==> config.mk <==
export PLATFORM = sky130hd
export DESIGN_NAME = hpdcache_top
export DESIGN_NICKNAME = d
export VERILOG_FILES = /design/src/common/cache_pkg.sv /design/src/rtl/hpdcache_top.sv /design/src/rtl/miss_handler.sv /design/src/cache_ctrl/cache_ctrl.sv /design/src/cache_ctrl/cache_data.sv /design/src/cache_ctrl/cache_dir.sv /design/src/rtl/req_arbiter.sv
export SDC_FILE = /design/constraint.sdc
export NUM_CORES = 2
export LEC_CHECK = 0
export BUFFER_PORTS_ARGS = -buffer_cell sky130_fd_sc_hd__buf_2
export CORE_ASPECT_RATIO = 1.2
export CORE_MARGIN = 2
export CORE_UTILIZATION = 57
export CTS_CLUSTER_DIAMETER = 150
export DETAILED_ROUTE_END_ITERATION = 16
export PLACE_DENSITY = 0.76
export SLEW_MARGIN = 20
export SYNTH_ARGS = -nofsm -noshare
export SYNTH_HDL_FRONTEND = slang
export SYNTH_SLANG_ARGS = --single-unit
==> constraint.sdc <==
create_clock -name clk_i -period 5.35 [get_ports clk_i]
set_clock_uncertainty 0.2 [all_clocks]
set_input_delay 0.535 -clock clk_i [delete_from_list [all_inputs] [get_ports clk_i]]
set_output_delay 0.535 -clock clk_i [all_outputs]
set_load 0.02 [all_outputs]
==> src/common/cache_pkg.sv <==
/*
 * Data cache package
 * Geometry of the direct-mapped cache and the address, data and id types
 * shared by the controller, the arrays and the miss handler
 */
package cache_pkg;

    localparam int ADDR_W     = 32;
    localparam int WORD_W     = 32;
    localparam int LINE_WORDS = 4;
    localparam int SETS       = 16;

    // Derived address fields
    localparam int OFFSET_W   = $clog2(LINE_WORDS * (WORD_W / 8));
    localparam int SET_W      = $clog2(SETS);
    localparam int TAG_W      = ADDR_W - SET_W - OFFSET_W;
    localparam int WORD_SEL_W = $clog2(LINE_WORDS);
    localparam int BYTE_SEL_W = OFFSET_W - WORD_SEL_W;

    typedef logic [ADDR_W-1:0]        addr_t;
    typedef logic [WORD_W-1:0]        word_t;
    typedef logic [SET_W-1:0]         set_t;
    typedef logic [TAG_W-1:0]         tag_t;
    typedef logic [WORD_SEL_W-1:0]    word_sel_t;
    typedef logic [TAG_W+SET_W-1:0]   nline_t;

    // Wide enough for at most four requesters
    typedef logic [1:0]               sid_t;

    function automatic set_t addr_set(addr_t addr);
        return addr[OFFSET_W +: SET_W];
    endfunction

    function automatic tag_t addr_tag(addr_t addr);
        return addr[OFFSET_W+SET_W +: TAG_W];
    endfunction

    function automatic word_sel_t addr_word(addr_t addr);
        return addr[BYTE_SEL_W +: WORD_SEL_W];
    endfunction

    function automatic nline_t addr_nline(addr_t addr);
        return addr[OFFSET_W +: TAG_W+SET_W];
    endfunction

endpackage
==> src/rtl/hpdcache_top.sv <==
/*
 * Shared data cache top
 * Direct-mapped write-through cache for up to four requesters
 */
`timescale 1ns/1ps

module hpdcache_top import cache_pkg::*; #(
    parameter int NREQUESTERS = 2
) (
    input  logic                    clk_i,
    input  logic                    rst_n_i,

    input  logic [NREQUESTERS-1:0]  core_req_valid_i,
    input  logic [NREQUESTERS-1:0]  core_req_we_i,
    input  addr_t [NREQUESTERS-1:0] core_req_addr_i,
    input  word_t [NREQUESTERS-1:0] core_req_wdata_i,
    output logic [NREQUESTERS-1:0]  core_req_ready_o,

    output logic [NREQUESTERS-1:0]  core_rsp_valid_o,
    output word_t                   core_rsp_rdata_o,

    output logic                    mem_rd_req_valid_o,
    input  logic                    mem_rd_req_ready_i,
    output addr_t                   mem_rd_req_addr_o,
    input  logic                    mem_rd_rsp_valid_i,
    output logic                    mem_rd_rsp_ready_o,
    input  word_t                   mem_rd_rsp_data_i,

    output logic                    mem_wr_req_valid_o,
    input  logic                    mem_wr_req_ready_i,
    output addr_t                   mem_wr_req_addr_o,
    output word_t                   mem_wr_req_data_o
);

    logic      arb_valid, arb_ready, arb_we;
    sid_t      arb_sid;
    addr_t     arb_addr;
    word_t     arb_wdata;

    logic      dir_rd, dir_valid, dir_wr;
    set_t      dir_rd_set, dir_wr_set;
    tag_t      dir_tag, dir_wr_tag;

    logic      data_rd, data_wr, refill_wr;
    set_t      data_set, refill_set;
    word_sel_t data_word, refill_word;
    word_t     data_wdata, data_rdata, refill_wdata;

    logic      refill_start, refill_done;
    nline_t    refill_nline;

    req_arbiter #(.NREQUESTERS(NREQUESTERS)) req_arbiter_i (
        .clk_i, .rst_n_i,
        .req_valid_i (core_req_valid_i), .req_we_i   (core_req_we_i),
        .req_addr_i  (core_req_addr_i),  .req_wdata_i (core_req_wdata_i),
        .req_ready_o (core_req_ready_o),
        .arb_valid_o (arb_valid), .arb_ready_i (arb_ready), .arb_sid_o (arb_sid),
        .arb_we_o    (arb_we),    .arb_addr_o  (arb_addr),  .arb_wdata_o (arb_wdata)
    );

    cache_ctrl #(.NREQUESTERS(NREQUESTERS)) cache_ctrl_i (
        .clk_i, .rst_n_i,
        .arb_valid_i (arb_valid), .arb_ready_o (arb_ready), .arb_sid_i (arb_sid),
        .arb_we_i    (arb_we),    .arb_addr_i  (arb_addr),  .arb_wdata_i (arb_wdata),
        .dir_rd_o    (dir_rd),    .dir_set_o   (dir_rd_set),
        .dir_valid_i (dir_valid), .dir_tag_i   (dir_tag),
        .data_rd_o   (data_rd),   .data_wr_o   (data_wr),   .data_set_o (data_set),
        .data_word_o (data_word), .data_wdata_o (data_wdata), .data_rdata_i (data_rdata),
        .refill_start_o (refill_start), .refill_nline_o (refill_nline),
        .refill_done_i  (refill_done),
        .mem_wr_req_valid_o, .mem_wr_req_ready_i, .mem_wr_req_addr_o, .mem_wr_req_data_o,
        .core_rsp_valid_o, .core_rsp_rdata_o
    );

    cache_dir cache_dir_i (
        .clk_i, .rst_n_i,
        .rd_i     (dir_rd),     .rd_set_i (dir_rd_set),
        .rd_valid_o (dir_valid), .rd_tag_o (dir_tag),
        .wr_i     (dir_wr),     .wr_set_i (dir_wr_set), .wr_tag_i (dir_wr_tag)
    );

    cache_data cache_data_i (
        .clk_i,
        .rd_i     (data_rd),    .wr_i    (data_wr),     .set_i   (data_set),
        .word_i   (data_word),  .wdata_i (data_wdata),  .rdata_o (data_rdata),
        .refill_wr_i   (refill_wr),   .refill_set_i   (refill_set),
        .refill_word_i (refill_word), .refill_wdata_i (refill_wdata)
    );

    miss_handler miss_handler_i (
        .clk_i, .rst_n_i,
        .refill_start_i (refill_start), .refill_nline_i (refill_nline),
        .refill_done_o  (refill_done),
        .mem_rd_req_valid_o, .mem_rd_req_ready_i, .mem_rd_req_addr_o,
        .mem_rd_rsp_valid_i, .mem_rd_rsp_ready_o, .mem_rd_rsp_data_i,
        .data_wr_o   (refill_wr),   .data_set_o   (refill_set),
        .data_word_o (refill_word), .data_wdata_o (refill_wdata),
        .dir_wr_o    (dir_wr),      .dir_set_o    (dir_wr_set), .dir_tag_o (dir_wr_tag)
    );

endmodule

==> src/rtl/miss_handler.sv <==
/*
 * Miss handler
 * Reads a whole line from memory, writes the beats into the data array
 * and then sets the directory entry
 */
`timescale 1ns/1ps

module miss_handler import cache_pkg::*; (
    input  logic      clk_i,
    input  logic      rst_n_i,

    input  logic      refill_start_i,
    input  nline_t    refill_nline_i,
    output logic      refill_done_o,

    output logic      mem_rd_req_valid_o,
    input  logic      mem_rd_req_ready_i,
    output addr_t     mem_rd_req_addr_o,

    input  logic      mem_rd_rsp_valid_i,
    output logic      mem_rd_rsp_ready_o,
    input  word_t     mem_rd_rsp_data_i,

    output logic      data_wr_o,
    output set_t      data_set_o,
    output word_sel_t data_word_o,
    output word_t     data_wdata_o,

    output logic      dir_wr_o,
    output set_t      dir_set_o,
    output tag_t      dir_tag_o
);

    typedef enum logic [1:0] {
        MH_IDLE,
        MH_REQ,
        MH_BEATS,
        MH_DIR
    } mh_state_t;

    mh_state_t state_q;
    nline_t    nline_q;
    word_sel_t beat_q;
    logic      beat;

    assign beat = (state_q == MH_BEATS) && mem_rd_rsp_valid_i;

    always_ff @(posedge clk_i) begin
        if (!rst_n_i) begin
            state_q <= MH_IDLE;
            beat_q  <= '0;
        end else begin
            case (state_q)
                MH_IDLE: begin
                    beat_q <= '0;
                    if (refill_start_i) state_q <= MH_REQ;
                end
                MH_REQ:   if (mem_rd_req_ready_i) state_q <= MH_BEATS;
                MH_BEATS: begin
                    if (beat) begin
                        beat_q <= beat_q + 1'b1;
                        if (beat_q == word_sel_t'(LINE_WORDS - 1)) state_q <= MH_DIR;
                    end
                end
                MH_DIR:   state_q <= MH_IDLE;
                default:  state_q <= MH_IDLE;
            endcase
        end
    end

    always_ff @(posedge clk_i) begin
        if (refill_start_i && (state_q == MH_IDLE)) begin
            nline_q <= refill_nline_i;
        end
    end

    assign mem_rd_req_valid_o = (state_q == MH_REQ);
    assign mem_rd_req_addr_o  = {nline_q, {OFFSET_W{1'b0}}};
    assign mem_rd_rsp_ready_o = (state_q == MH_BEATS);

    // Each accepted beat goes straight into the line
    assign data_wr_o    = beat;
    assign data_set_o   = nline_q[SET_W-1:0];
    assign data_word_o  = beat_q;
    assign data_wdata_o = mem_rd_rsp_data_i;

    assign dir_wr_o      = (state_q == MH_DIR);
    assign dir_set_o     = nline_q[SET_W-1:0];
    assign dir_tag_o     = nline_q[SET_W +: TAG_W];
    assign refill_done_o = (state_q == MH_DIR);

endmodule

==> src/cache_ctrl/cache_ctrl.sv <==
/*
 * Cache controller
 * Looks up each request, answers read hits, starts refills on read misses,
 * sends writes through to memory and routes responses by source id
 */
`timescale 1ns/1ps

module cache_ctrl import cache_pkg::*; #(
    parameter int NREQUESTERS = 2
) (
    input  logic                   clk_i,
    input  logic                   rst_n_i,

    input  logic                   arb_valid_i,
    output logic                   arb_ready_o,
    input  sid_t                   arb_sid_i,
    input  logic                   arb_we_i,
    input  addr_t                  arb_addr_i,
    input  word_t                  arb_wdata_i,

    output logic                   dir_rd_o,
    output set_t                   dir_set_o,
    input  logic                   dir_valid_i,
    input  tag_t                   dir_tag_i,

    output logic                   data_rd_o,
    output logic                   data_wr_o,
    output set_t                   data_set_o,
    output word_sel_t              data_word_o,
    output word_t                  data_wdata_o,
    input  word_t                  data_rdata_i,

    output logic                   refill_start_o,
    output nline_t                 refill_nline_o,
    input  logic                   refill_done_i,

    output logic                   mem_wr_req_valid_o,
    input  logic                   mem_wr_req_ready_i,
    output addr_t                  mem_wr_req_addr_o,
    output word_t                  mem_wr_req_data_o,

    output logic [NREQUESTERS-1:0] core_rsp_valid_o,
    output word_t                  core_rsp_rdata_o
);

    typedef enum logic [2:0] {
        ST_IDLE,
        ST_LOOKUP,
        ST_WRITE,
        ST_REFILL_WAIT,
        ST_REPLAY
    } state_t;

    state_t state_q;
    state_t state_d;
    logic   ready_q;
    logic   wr_rsp_q;
    logic   wr_hit_q;
    sid_t   sid_q;
    logic   we_q;
    addr_t  addr_q;
    word_t  wdata_q;
    logic   accept;
    logic   hit;
    logic   rd_rsp;
    logic   rsp_valid;

    assign arb_ready_o = ready_q;
    assign accept      = (state_q == ST_IDLE) && arb_valid_i && ready_q;
    assign hit         = dir_valid_i && (dir_tag_i == addr_tag(addr_q));

    always_comb begin
        state_d = state_q;
        case (state_q)
            ST_IDLE:        if (accept) state_d = ST_LOOKUP;
            ST_LOOKUP: begin
                if (we_q) begin
                    state_d = ST_WRITE;
                end else if (hit) begin
                    state_d = ST_IDLE;
                end else begin
                    state_d = ST_REFILL_WAIT;
                end
            end
            ST_WRITE:       if (mem_wr_req_ready_i) state_d = ST_IDLE;
            ST_REFILL_WAIT: if (refill_done_i) state_d = ST_REPLAY;
            ST_REPLAY:      state_d = ST_LOOKUP;
            default:        state_d = ST_IDLE;
        endcase
    end

    always_ff @(posedge clk_i) begin
        if (!rst_n_i) begin
            state_q  <= ST_IDLE;
            ready_q  <= 1'b0;
            wr_rsp_q <= 1'b0;
        end else begin
            state_q  <= state_d;
            ready_q  <= (state_d == ST_IDLE);
            wr_rsp_q <= (state_q == ST_WRITE) && mem_wr_req_ready_i;
        end
    end

    // Request payload
    always_ff @(posedge clk_i) begin
        if (accept) begin
            sid_q   <= arb_sid_i;
            we_q    <= arb_we_i;
            addr_q  <= arb_addr_i;
            wdata_q <= arb_wdata_i;
        end
        if (state_q == ST_LOOKUP) begin
            wr_hit_q <= hit;
        end
    end

    // Array reads on acceptance and again on replay
    assign dir_rd_o     = accept || (state_q == ST_REPLAY);
    assign dir_set_o    = (state_q == ST_IDLE) ? addr_set(arb_addr_i) : addr_set(addr_q);
    assign data_rd_o    = dir_rd_o;
    assign data_set_o   = dir_set_o;
    assign data_word_o  = (state_q == ST_IDLE) ? addr_word(arb_addr_i) : addr_word(addr_q);
    assign data_wdata_o = wdata_q;

    // Cache word updated with the memory write on a hit only
    assign data_wr_o    = (state_q == ST_WRITE) && mem_wr_req_ready_i && wr_hit_q;

    assign refill_start_o = (state_q == ST_LOOKUP) && !we_q && !hit;
    assign refill_nline_o = addr_nline(addr_q);

    assign mem_wr_req_valid_o = (state_q == ST_WRITE);
    assign mem_wr_req_addr_o  = addr_q;
    assign mem_wr_req_data_o  = wdata_q;

    assign rd_rsp           = (state_q == ST_LOOKUP) && !we_q && hit;
    assign rsp_valid        = rd_rsp || wr_rsp_q;
    assign core_rsp_rdata_o = rd_rsp ? data_rdata_i : '0;

    always_comb begin
        for (int i = 0; i < NREQUESTERS; i++) begin
            core_rsp_valid_o[i] = rsp_valid && (sid_q == sid_t'(i));
        end
    end

endmodule

==> src/cache_ctrl/cache_data.sv <==
/*
 * Cache data array
 * SETS lines of LINE_WORDS words, written by word from the controller or
 * by refill beats, with a registered read
 */
`timescale 1ns/1ps

module cache_data import cache_pkg::*; (
    input  logic      clk_i,

    input  logic      rd_i,
    input  logic      wr_i,
    input  set_t      set_i,
    input  word_sel_t word_i,
    input  word_t     wdata_i,
    output word_t     rdata_o,

    input  logic      refill_wr_i,
    input  set_t      refill_set_i,
    input  word_sel_t refill_word_i,
    input  word_t     refill_wdata_i
);

    word_t mem_q [SETS][LINE_WORDS];
    word_t rdata_q;

    always_ff @(posedge clk_i) begin
        if (wr_i) begin
            mem_q[set_i][word_i] <= wdata_i;
        end
        // Never active together with a core write
        if (refill_wr_i) begin
            mem_q[refill_set_i][refill_word_i] <= refill_wdata_i;
        end
        if (rd_i) begin
            rdata_q <= mem_q[set_i][word_i];
        end
    end

    assign rdata_o = rdata_q;

endmodule

==> src/cache_ctrl/cache_dir.sv <==
/*
 * Cache directory
 * One valid bit and one tag per set, read through an output register
 */
`timescale 1ns/1ps

module cache_dir import cache_pkg::*; (
    input  logic clk_i,
    input  logic rst_n_i,

    input  logic rd_i,
    input  set_t rd_set_i,
    output logic rd_valid_o,
    output tag_t rd_tag_o,

    input  logic wr_i,
    input  set_t wr_set_i,
    input  tag_t wr_tag_i
);

    logic [SETS-1:0] valid_q;
    tag_t            tags_q [SETS];
    logic            rd_valid_q;
    tag_t            rd_tag_q;

    always_ff @(posedge clk_i) begin
        if (!rst_n_i) begin
            valid_q    <= '0;
            rd_valid_q <= 1'b0;
        end else begin
            if (wr_i) begin
                valid_q[wr_set_i] <= 1'b1;
            end
            if (rd_i) begin
                rd_valid_q <= valid_q[rd_set_i];
            end
        end
    end

    // Tag storage
    always_ff @(posedge clk_i) begin
        if (wr_i) begin
            tags_q[wr_set_i] <= wr_tag_i;
        end
        if (rd_i) begin
            rd_tag_q <= tags_q[rd_set_i];
        end
    end

    assign rd_valid_o = rd_valid_q;
    assign rd_tag_o   = rd_tag_q;

endmodule

==> src/rtl/req_arbiter.sv <==
/*
 * Requester arbiter
 * Fixed priority with the lowest index winning. The grant is held until the
 * request is taken. Multiplexes the winning request toward the controller
 */
`timescale 1ns/1ps

module req_arbiter import cache_pkg::*; #(
    parameter int NREQUESTERS = 2
) (
    input  logic                    clk_i,
    input  logic                    rst_n_i,

    input  logic [NREQUESTERS-1:0]  req_valid_i,
    input  logic [NREQUESTERS-1:0]  req_we_i,
    input  addr_t [NREQUESTERS-1:0] req_addr_i,
    input  word_t [NREQUESTERS-1:0] req_wdata_i,
    output logic [NREQUESTERS-1:0]  req_ready_o,

    output logic                    arb_valid_o,
    input  logic                    arb_ready_i,
    output sid_t                    arb_sid_o,
    output logic                    arb_we_o,
    output addr_t                   arb_addr_o,
    output word_t                   arb_wdata_o
);

    logic held_q;
    sid_t held_sid_q;
    sid_t prio_sid;
    sid_t win_sid;

    always_comb begin
        prio_sid = '0;
        for (int i = NREQUESTERS - 1; i >= 0; i--) begin
            if (req_valid_i[i]) begin
                prio_sid = sid_t'(i);
            end
        end
    end

    // A pending grant keeps its winner
    assign win_sid     = held_q ? held_sid_q : prio_sid;
    assign arb_valid_o = |req_valid_i;
    assign arb_sid_o   = win_sid;

    // Payload of the granted requester
    always_comb begin
        arb_we_o    = 1'b0;
        arb_addr_o  = '0;
        arb_wdata_o = '0;
        for (int i = 0; i < NREQUESTERS; i++) begin
            if (win_sid == sid_t'(i)) begin
                arb_we_o    = req_we_i[i];
                arb_addr_o  = req_addr_i[i];
                arb_wdata_o = req_wdata_i[i];
            end
        end
    end

    always_comb begin
        for (int i = 0; i < NREQUESTERS; i++) begin
            req_ready_o[i] = arb_ready_i && arb_valid_o && (win_sid == sid_t'(i));
        end
    end

    always_ff @(posedge clk_i) begin
        if (!rst_n_i) begin
            held_q     <= 1'b0;
            held_sid_q <= '0;
        end else begin
            held_q     <= arb_valid_o && !arb_ready_i;
            held_sid_q <= win_sid;
        end
    end

endmodule

# Yosys cells after proc, flatten, opt, wreduce, memory -nomap -nowiden
# Memory sizes are Yosys's and may differ from the RTL's. A register that Yosys moved wholly into a read port is not among the register bits.
# Cells that the tools add are included.
dict set report totals {
  regBits 157
  elab_cells 119
  output_inout_bits 135
  mem_bits_rw 2432
  memories 2
}
# memory depth word_bits read_ports rd_clocked_by_memory_dff write_ports line_no
set memory_table {}
lappend memory_table {cache_data_i.mem_q 16 128 1 0 2 cache_data.sv:24} ;# word_t mem_q [SETS][LINE_WORDS];
lappend memory_table {cache_dir_i.tags_q 16 24 1 1 1 cache_dir.sv:22} ;# tag_t tags_q [SETS];
dict set report op_classes {
  reduce_logical 33
  n_addsub 1
  eq_ne 15
  magnitude_cmp 7
  bitwise_logic 3
  n_mux 42
}
# cell n
set ops {}
lappend ops {{32-bit 2-to-1 mux} 9}
lappend ops {{128-bit 2-to-1 mux} 2}
lappend ops {{32-bit demux with 2-bit select} 2}
lappend ops {{32-bit binary-select mux with 2-bit select} 1}
lappend ops {{24-bit equality test} 1}
lappend ops {{1-bit logical AND} 19}
lappend ops {{2-bit 2-to-1 mux} 8}
lappend ops {{16-bit OR} 1}
lappend ops {{3-bit case mux with 5 select lines} 1}
lappend ops {{3-bit 2-to-1 mux} 4}
lappend ops {{4-bit by 5-bit < comparator with 1-bit output, second input constant} 2}
lappend ops {{1-bit 2-to-1 mux} 10}
lappend ops {{2-bit by 1-bit inequality test with 1-bit output, second input constant} 4}
lappend ops {{2-bit case mux with 4 select lines} 1}
lappend ops {{2-bit by 1-bit equality test with 1-bit output, second input constant} 3}
lappend ops {{2-bit equality test, second input constant} 3}
lappend ops {{3-bit by 2-bit equality test with 1-bit output, second input constant} 2}
lappend ops {{3-bit >= comparator, second input constant} 2}
lappend ops {{2-bit zero test} 3}
lappend ops {{3-bit zero test} 2}
lappend ops {{3-bit by 1-bit < comparator with 1-bit output, second input constant} 2}
lappend ops {{2-bit NOT with 3-bit output} 2}
lappend ops {{1-bit binary-select mux with 4-bit select} 1}
lappend ops {{1-bit demux with 4-bit select} 1}
lappend ops {{other kinds (12)} 15}

# Longest topological paths before layout
dict set report logic_depth {
  depth_word 13
  depth_mapped 15
  ltp_nobuf 10
}

# By module
# A second synthesis with hierarchy kept.
dict set report unflattened {
  hier_cells 7193
  area_unflattened_um2 125979.6
}
# module cells_per_inst area_per_inst_um2 instances
set modules_own_cells {}
lappend modules_own_cells {cache_data 6091 104218.7 1}
lappend modules_own_cells {cache_dir 631 15842.7 1}
lappend modules_own_cells {cache_ctrl 244 3413.3 1}
lappend modules_own_cells {miss_handler 127 1645.3 1}
lappend modules_own_cells {req_arbiter 100 859.6 1}

# Worst setup path before layout
# OpenSTA, ideal clock, no wires.
dict set report synth_path {
  path_type {input port to flip-flop}
  from {in core_req_valid_i[0]}
  to {mem cache_data_i.mem_q[8][0] (netlist name), enable pin}
  slack_ns 0.082
  t_arrival_ns 4.602
  cell_stages 11
  t_required_ns 4.684
  setup_time_ns 0.466
  path_buffers 5
  cell_sequence {nand2b_1 -> a2bb2o_1 -> o31a_1 -> buf_2 -> buf_2 -> buf_2 -> buf_2 -> buf_2 -> nor2_1 -> nand2_1 -> o21ai_0}
}
# item line_no
set synth_rtl {}
lappend synth_rtl {{start: declaration} hpdcache_top.sv:13} ;# input logic [NREQUESTERS-1:0] core_req_valid_i,
lappend synth_rtl {{end: declaration} cache_data.sv:24}

# Worst setup path in the final report
dict set report layout_path {
  from {reg cache_ctrl_i.addr_q[14] (netlist: cache_ctrl_i.mem_wr_req_addr_o[14])}
  to {out core_rsp_rdata_o[29]}
}
dict set report layout_between {
  elab_chain_len 4
}
# item line_no
set layout_lines {}
lappend layout_lines {{start: declaration} cache_ctrl.sv:61} ;# addr_t addr_q;
lappend layout_lines {{start signal: assignment} cache_ctrl.sv:109} ;# addr_q <= arb_addr_i;
lappend layout_lines {{24-bit equality test} cache_ctrl.sv:70} ;# assign hit = dir_valid_i && (dir_tag_i == addr_tag(addr_q));
lappend layout_lines {{1-bit logical AND} cache_ctrl.sv:70}
lappend layout_lines {{1-bit logical AND} cache_ctrl.sv:135} ;# assign rd_rsp = (state_q == ST_LOOKUP) && !we_q && hit;
lappend layout_lines {{32-bit 2-to-1 mux} cache_ctrl.sv:137} ;# assign core_rsp_rdata_o = rd_rsp ? data_rdata_i : '0;
lappend layout_lines {{end: declaration} hpdcache_top.sv:20} ;# output word_t core_rsp_rdata_o,
# Every way passes these cells.

==> run summary <==
Initial Util -> 57.34%
Critical Path, Cell by Cell -> xor2_1 -> nor4_2 -> nand3_1 -> nor3_1 -> nand4_1 -> nor3_2 -> buf_12 -> buf_4 -> and2_2 -> buf_2
IO buf count -> 299
Post-Route WL -> 404200 µm
First-pass DRT Iterations -> 6
Final Cell Area -> 143300 µm²
HP Class -> in2reg
Htree depth -> 5
Routability cong. -> 0.9673
Drt wl/cell -> 31.24 µm
Area growth from synthesis to layout -> 11.92%
Area leader, netlist -> edfxtp_1
Final std cells w/o fill -> 12940
Top post-synthesis cells by area -> edfxtp_1, mux2_2, nand2_1, mux4_2, clkbuf_1
Hold Vio Cnt, Final -> 0
DR vias -> 88650
Synthesized area per cell -> 13.04 µm²
Ys Warns -> 0
Initial antenna violation count -> 13
Die ar. -> 228400 µm²
Max Cap Viol -> 0
Fmax -> 191.3 MHz
Fin Setup TNS -> 0 ps
Power, Total -> 56.76 mW
Async SR Flop Fraction -> 0%
Flop-to-flop setup slack -> 710 ps
Max stage delay on crit path -> 450 ps
Initial DRC count -> 11970
Top cells by count, synth -> edfxtp_1, mux2_2, nand2_1, clkbuf_1, nand3_1
Share of post-route cells with drive strength above 1 -> 33.96%
Die X -> 436.6 µm
Critical path endpoint category -> output port
Post-synth EDFFs -> 2584
Most numerous cell in the Yosys netlist -> edfxtp_1
CTS tree -> done
RR Endpoint -> cache_data_i.mem_q[3][38]
Placed insts -> 12330
Post-CTS setup buffer count -> 0
Num CTS Buffers -> 270
Final Critical Period -> 5226 ps
Crit Path Class -> reg2out
R2R cell count -> 9
DP HPWL -> 234000 µm
Final Cycle Share -> 97.69%
Post-synthesis register bit count -> 2613
DR vias/cell -> 6.851
Post-route DRC -> 0
Type of origin of the critical path -> flip-flop
CP Max Fanout -> 24
Num rows -> 190
Vias in the first global route -> 87620
Mapped Cells -> 9819
Worst-margin pin slew -> 1221 ps
RSZ-0062 raised after global routing -> false
Yosys top cell area share -> 60.62%
Relative slew slack -> 18.31%
Outcome -> complete, no violations
Core Box Area -> 223200 µm²
Worst EP required -> 4620 ps
Final setup viols -> 0
Critical-path top delay cell -> edfxtp_1
Unique masters post-synth -> 53
Clock latency at the later pin of the worst-skew pair -> 880 ps
Root Buffer Master -> clkbuf_16
Num ports -> 304
Critical path arrival -> 4490 ps
Grt ovf -> 0
Register area share after synthesis -> 61.08%
Leading register cell type out of synthesis -> edfxtp_1
Maximum VDD drop -> 0.0003529 V
Hold-critical path depth -> 4
CTS sink count -> 2613
Worst Min Path Start -> mem_rd_rsp_valid_i
Die Ht -> 523.1 µm
Placement Cell Area -> 133400 µm²
Final net count -> 9943
RR Startpoint -> req_arbiter_i.held_q
First-pass GRT wire length -> 585500 µm
Total Routing Usage GR -> 34.66%
Antenna Nets Post-Route -> 0
Largest net degree at the start of global routing -> 115
Fin. max-slew vios -> 0
P_leak -> 49.00 nW
Worst Hold End -> miss_handler_i.data_word_o[0]
Power per cell area -> 396.2 nW/µm²
Clock-pin slew on the worst setup and hold paths -> 70 ps
Post-synth design cell area -> 128000 µm²
Deepest clock path buffer count -> 4
flip-flops by register name, indices dropped and copies added, names as in the netlist:
name                            cells
cache_ctrl_i.wr_rsp_q               1
cache_ctrl_i.mem_wr_req_addr_o     32
cache_ctrl_i.state_q                3
cache_data_i.mem_q               2048
miss_handler_i.state_q              2
req_arbiter_i.held_q                1
cache_data_i.rdata_o               32
cache_dir_i.valid_q                16
cache_dir_i.tags_q                384
cache_dir_i.rd_tag_o               24
cache_dir_i.rd_valid_o              1
cache_ctrl_i.wr_hit_q               1
cache_ctrl_i.arb_ready_o            1
miss_handler_i.nline_q             28
cache_ctrl_i.we_q                   1
cache_ctrl_i.sid_q                  2
miss_handler_i.data_word_o          2
req_arbiter_i.held_sid_q            2
cache_ctrl_i.data_wdata_o          32
placed cells by master, fill, tap and decap left out, types with 9 or more instances in the layout:
cell type	synthesis	final
buf_2	164	295
o22ai_4	0	20
clkinvlp_4	0	9
a311oi_1	144	144
diode_2	0	9
clkinv_1	0	44
xnor2_1	9	9
a311o_1	32	32
bufinv_16	0	17
mux4_2	129	129
clkinv_2	0	36
o21a_1	18	17
edfxtp_1	2584	2584
nand3_1	459	459
nand2_2	0	45
a211oi_1	64	64
dfxtp_1	29	29
nor2_4	0	30
nand4_1	36	36
a21oi_1	415	415
clkbuf_16	0	279
mux2_2	2049	2049
a22oi_1	129	129
and3_1	128	128
clkbuf_1	721	59
a31oi_1	90	89
nor2_1	54	24
dlygate4sd3_1	0	136
and2_1	40	34
inv_1	10	9
o21ai_4	0	44
nand2_1	2007	1959
a32oi_1	96	96
nor3_1	17	12
buf_12	0	66
buf_4	28	299
xor2_1	15	15
final cells by class:
cell class              count  area [µm²]
multi-input cells        6070       46450
clock buffers             341        7244
diodes                      9       22.52
flip-flops and latches   2613       78180
fillers                 15750       79980
well taps                2976        3724
clock inverters           119        1092
inverters                  11       45.04
repair buffers            800        6501
stage by stage:
step           worst slack (ps)  hold slack [ps]  utilization (%)
2_1_floorplan             82.42            206.2                -
3_3_place_gp              469.4            241.7            59.75
3_5_place_dp              443.2            232.0            59.78
4_1_cts                   6.588            53.24            64.13
5_1_grt                   84.93            122.4            64.17
6_report                  123.6            135.3            64.17
metal layers:
| layer | wire (µm) | vias to the layer above | GRT usage, % |
|---|---|---|---|
| met5 | 347 | - | 0 |
| met4 | 27250 | 12 | 20.91 |
| met3 | 49270 | 1474 | 8.146 |
| met2 | 190300 | 6471 | 55.57 |
| met1 | 137100 | 44250 | 42.94 |
| li1 | - | 36450 | - |
worst max-delay path: cells and delay by family (launching register included):
kind                      cells  cell delay, ps
xor gates and xnor gates      1             220
DFF                           1             450
buffers and inverters         3             850
and+or+nand+nor               6            2050
worst max-delay path by stage:
stage / from / end / slack, ps / cells past startpoint
2_1_floorplan: core_req_valid_i[0] / cache_data_i.mem_q[8][0] / 80 / 11
3_3_place_gp: cache_ctrl_i.mem_wr_req_addr_o[14] / core_rsp_rdata_o[0] / 470 / 10
3_5_place_dp: cache_ctrl_i.mem_wr_req_addr_o[14] / core_rsp_rdata_o[0] / 440 / 10
4_1_cts: cache_ctrl_i.mem_wr_req_addr_o[14] / core_rsp_rdata_o[0] / 7 / 10
5_1_grt: cache_ctrl_i.mem_wr_req_addr_o[14] / core_rsp_rdata_o[0] / 80 / 10
6_report: cache_ctrl_i.mem_wr_req_addr_o[14] / core_rsp_rdata_o[29] / 120 / 10
where the power goes:
part / total [mW] / internal [mW] / leakage, nW / switching (mW)
clock: 18.5 / 10.4 / 4.06 / 8.03
sequential: 23.7 / 23.4 / 23.5 / 0.336
combinational: 14.6 / 5.17 / 21.4 / 9.45
total: 56.8 / 38.9 / 49.0 / 17.8
logic make-up (layout without fill, tap and decap cells):
group / count (synthesis) / count (layout) / share of synthesized area, %
flops: 2613 / 2613 / 61.08
simple gates: 2781 / 2781 / 9.118
mux: 2185 / 2185 / 20.35
compound gates: 1068 / 1068 / 5.564
xor+xnor: 24 / 24 / 0.1642
other cells: 1 / 13 / 0.002930
fa+ha+maj: 8 / 8 / 0.07821
buf+inv: 1139 / 1271 / 3.644
what timing repair did:
action / 4_1_cts / 5_1_grt
endpoints found under the hold margin: 77 / 0
resized for setup: 4 / 2
hold buffers: 136 / 0
gates cloned: 0 / 0
endpoints found under the setup margin: 12 / 2
No activity file was read; power rests on OpenSTA's default activity.
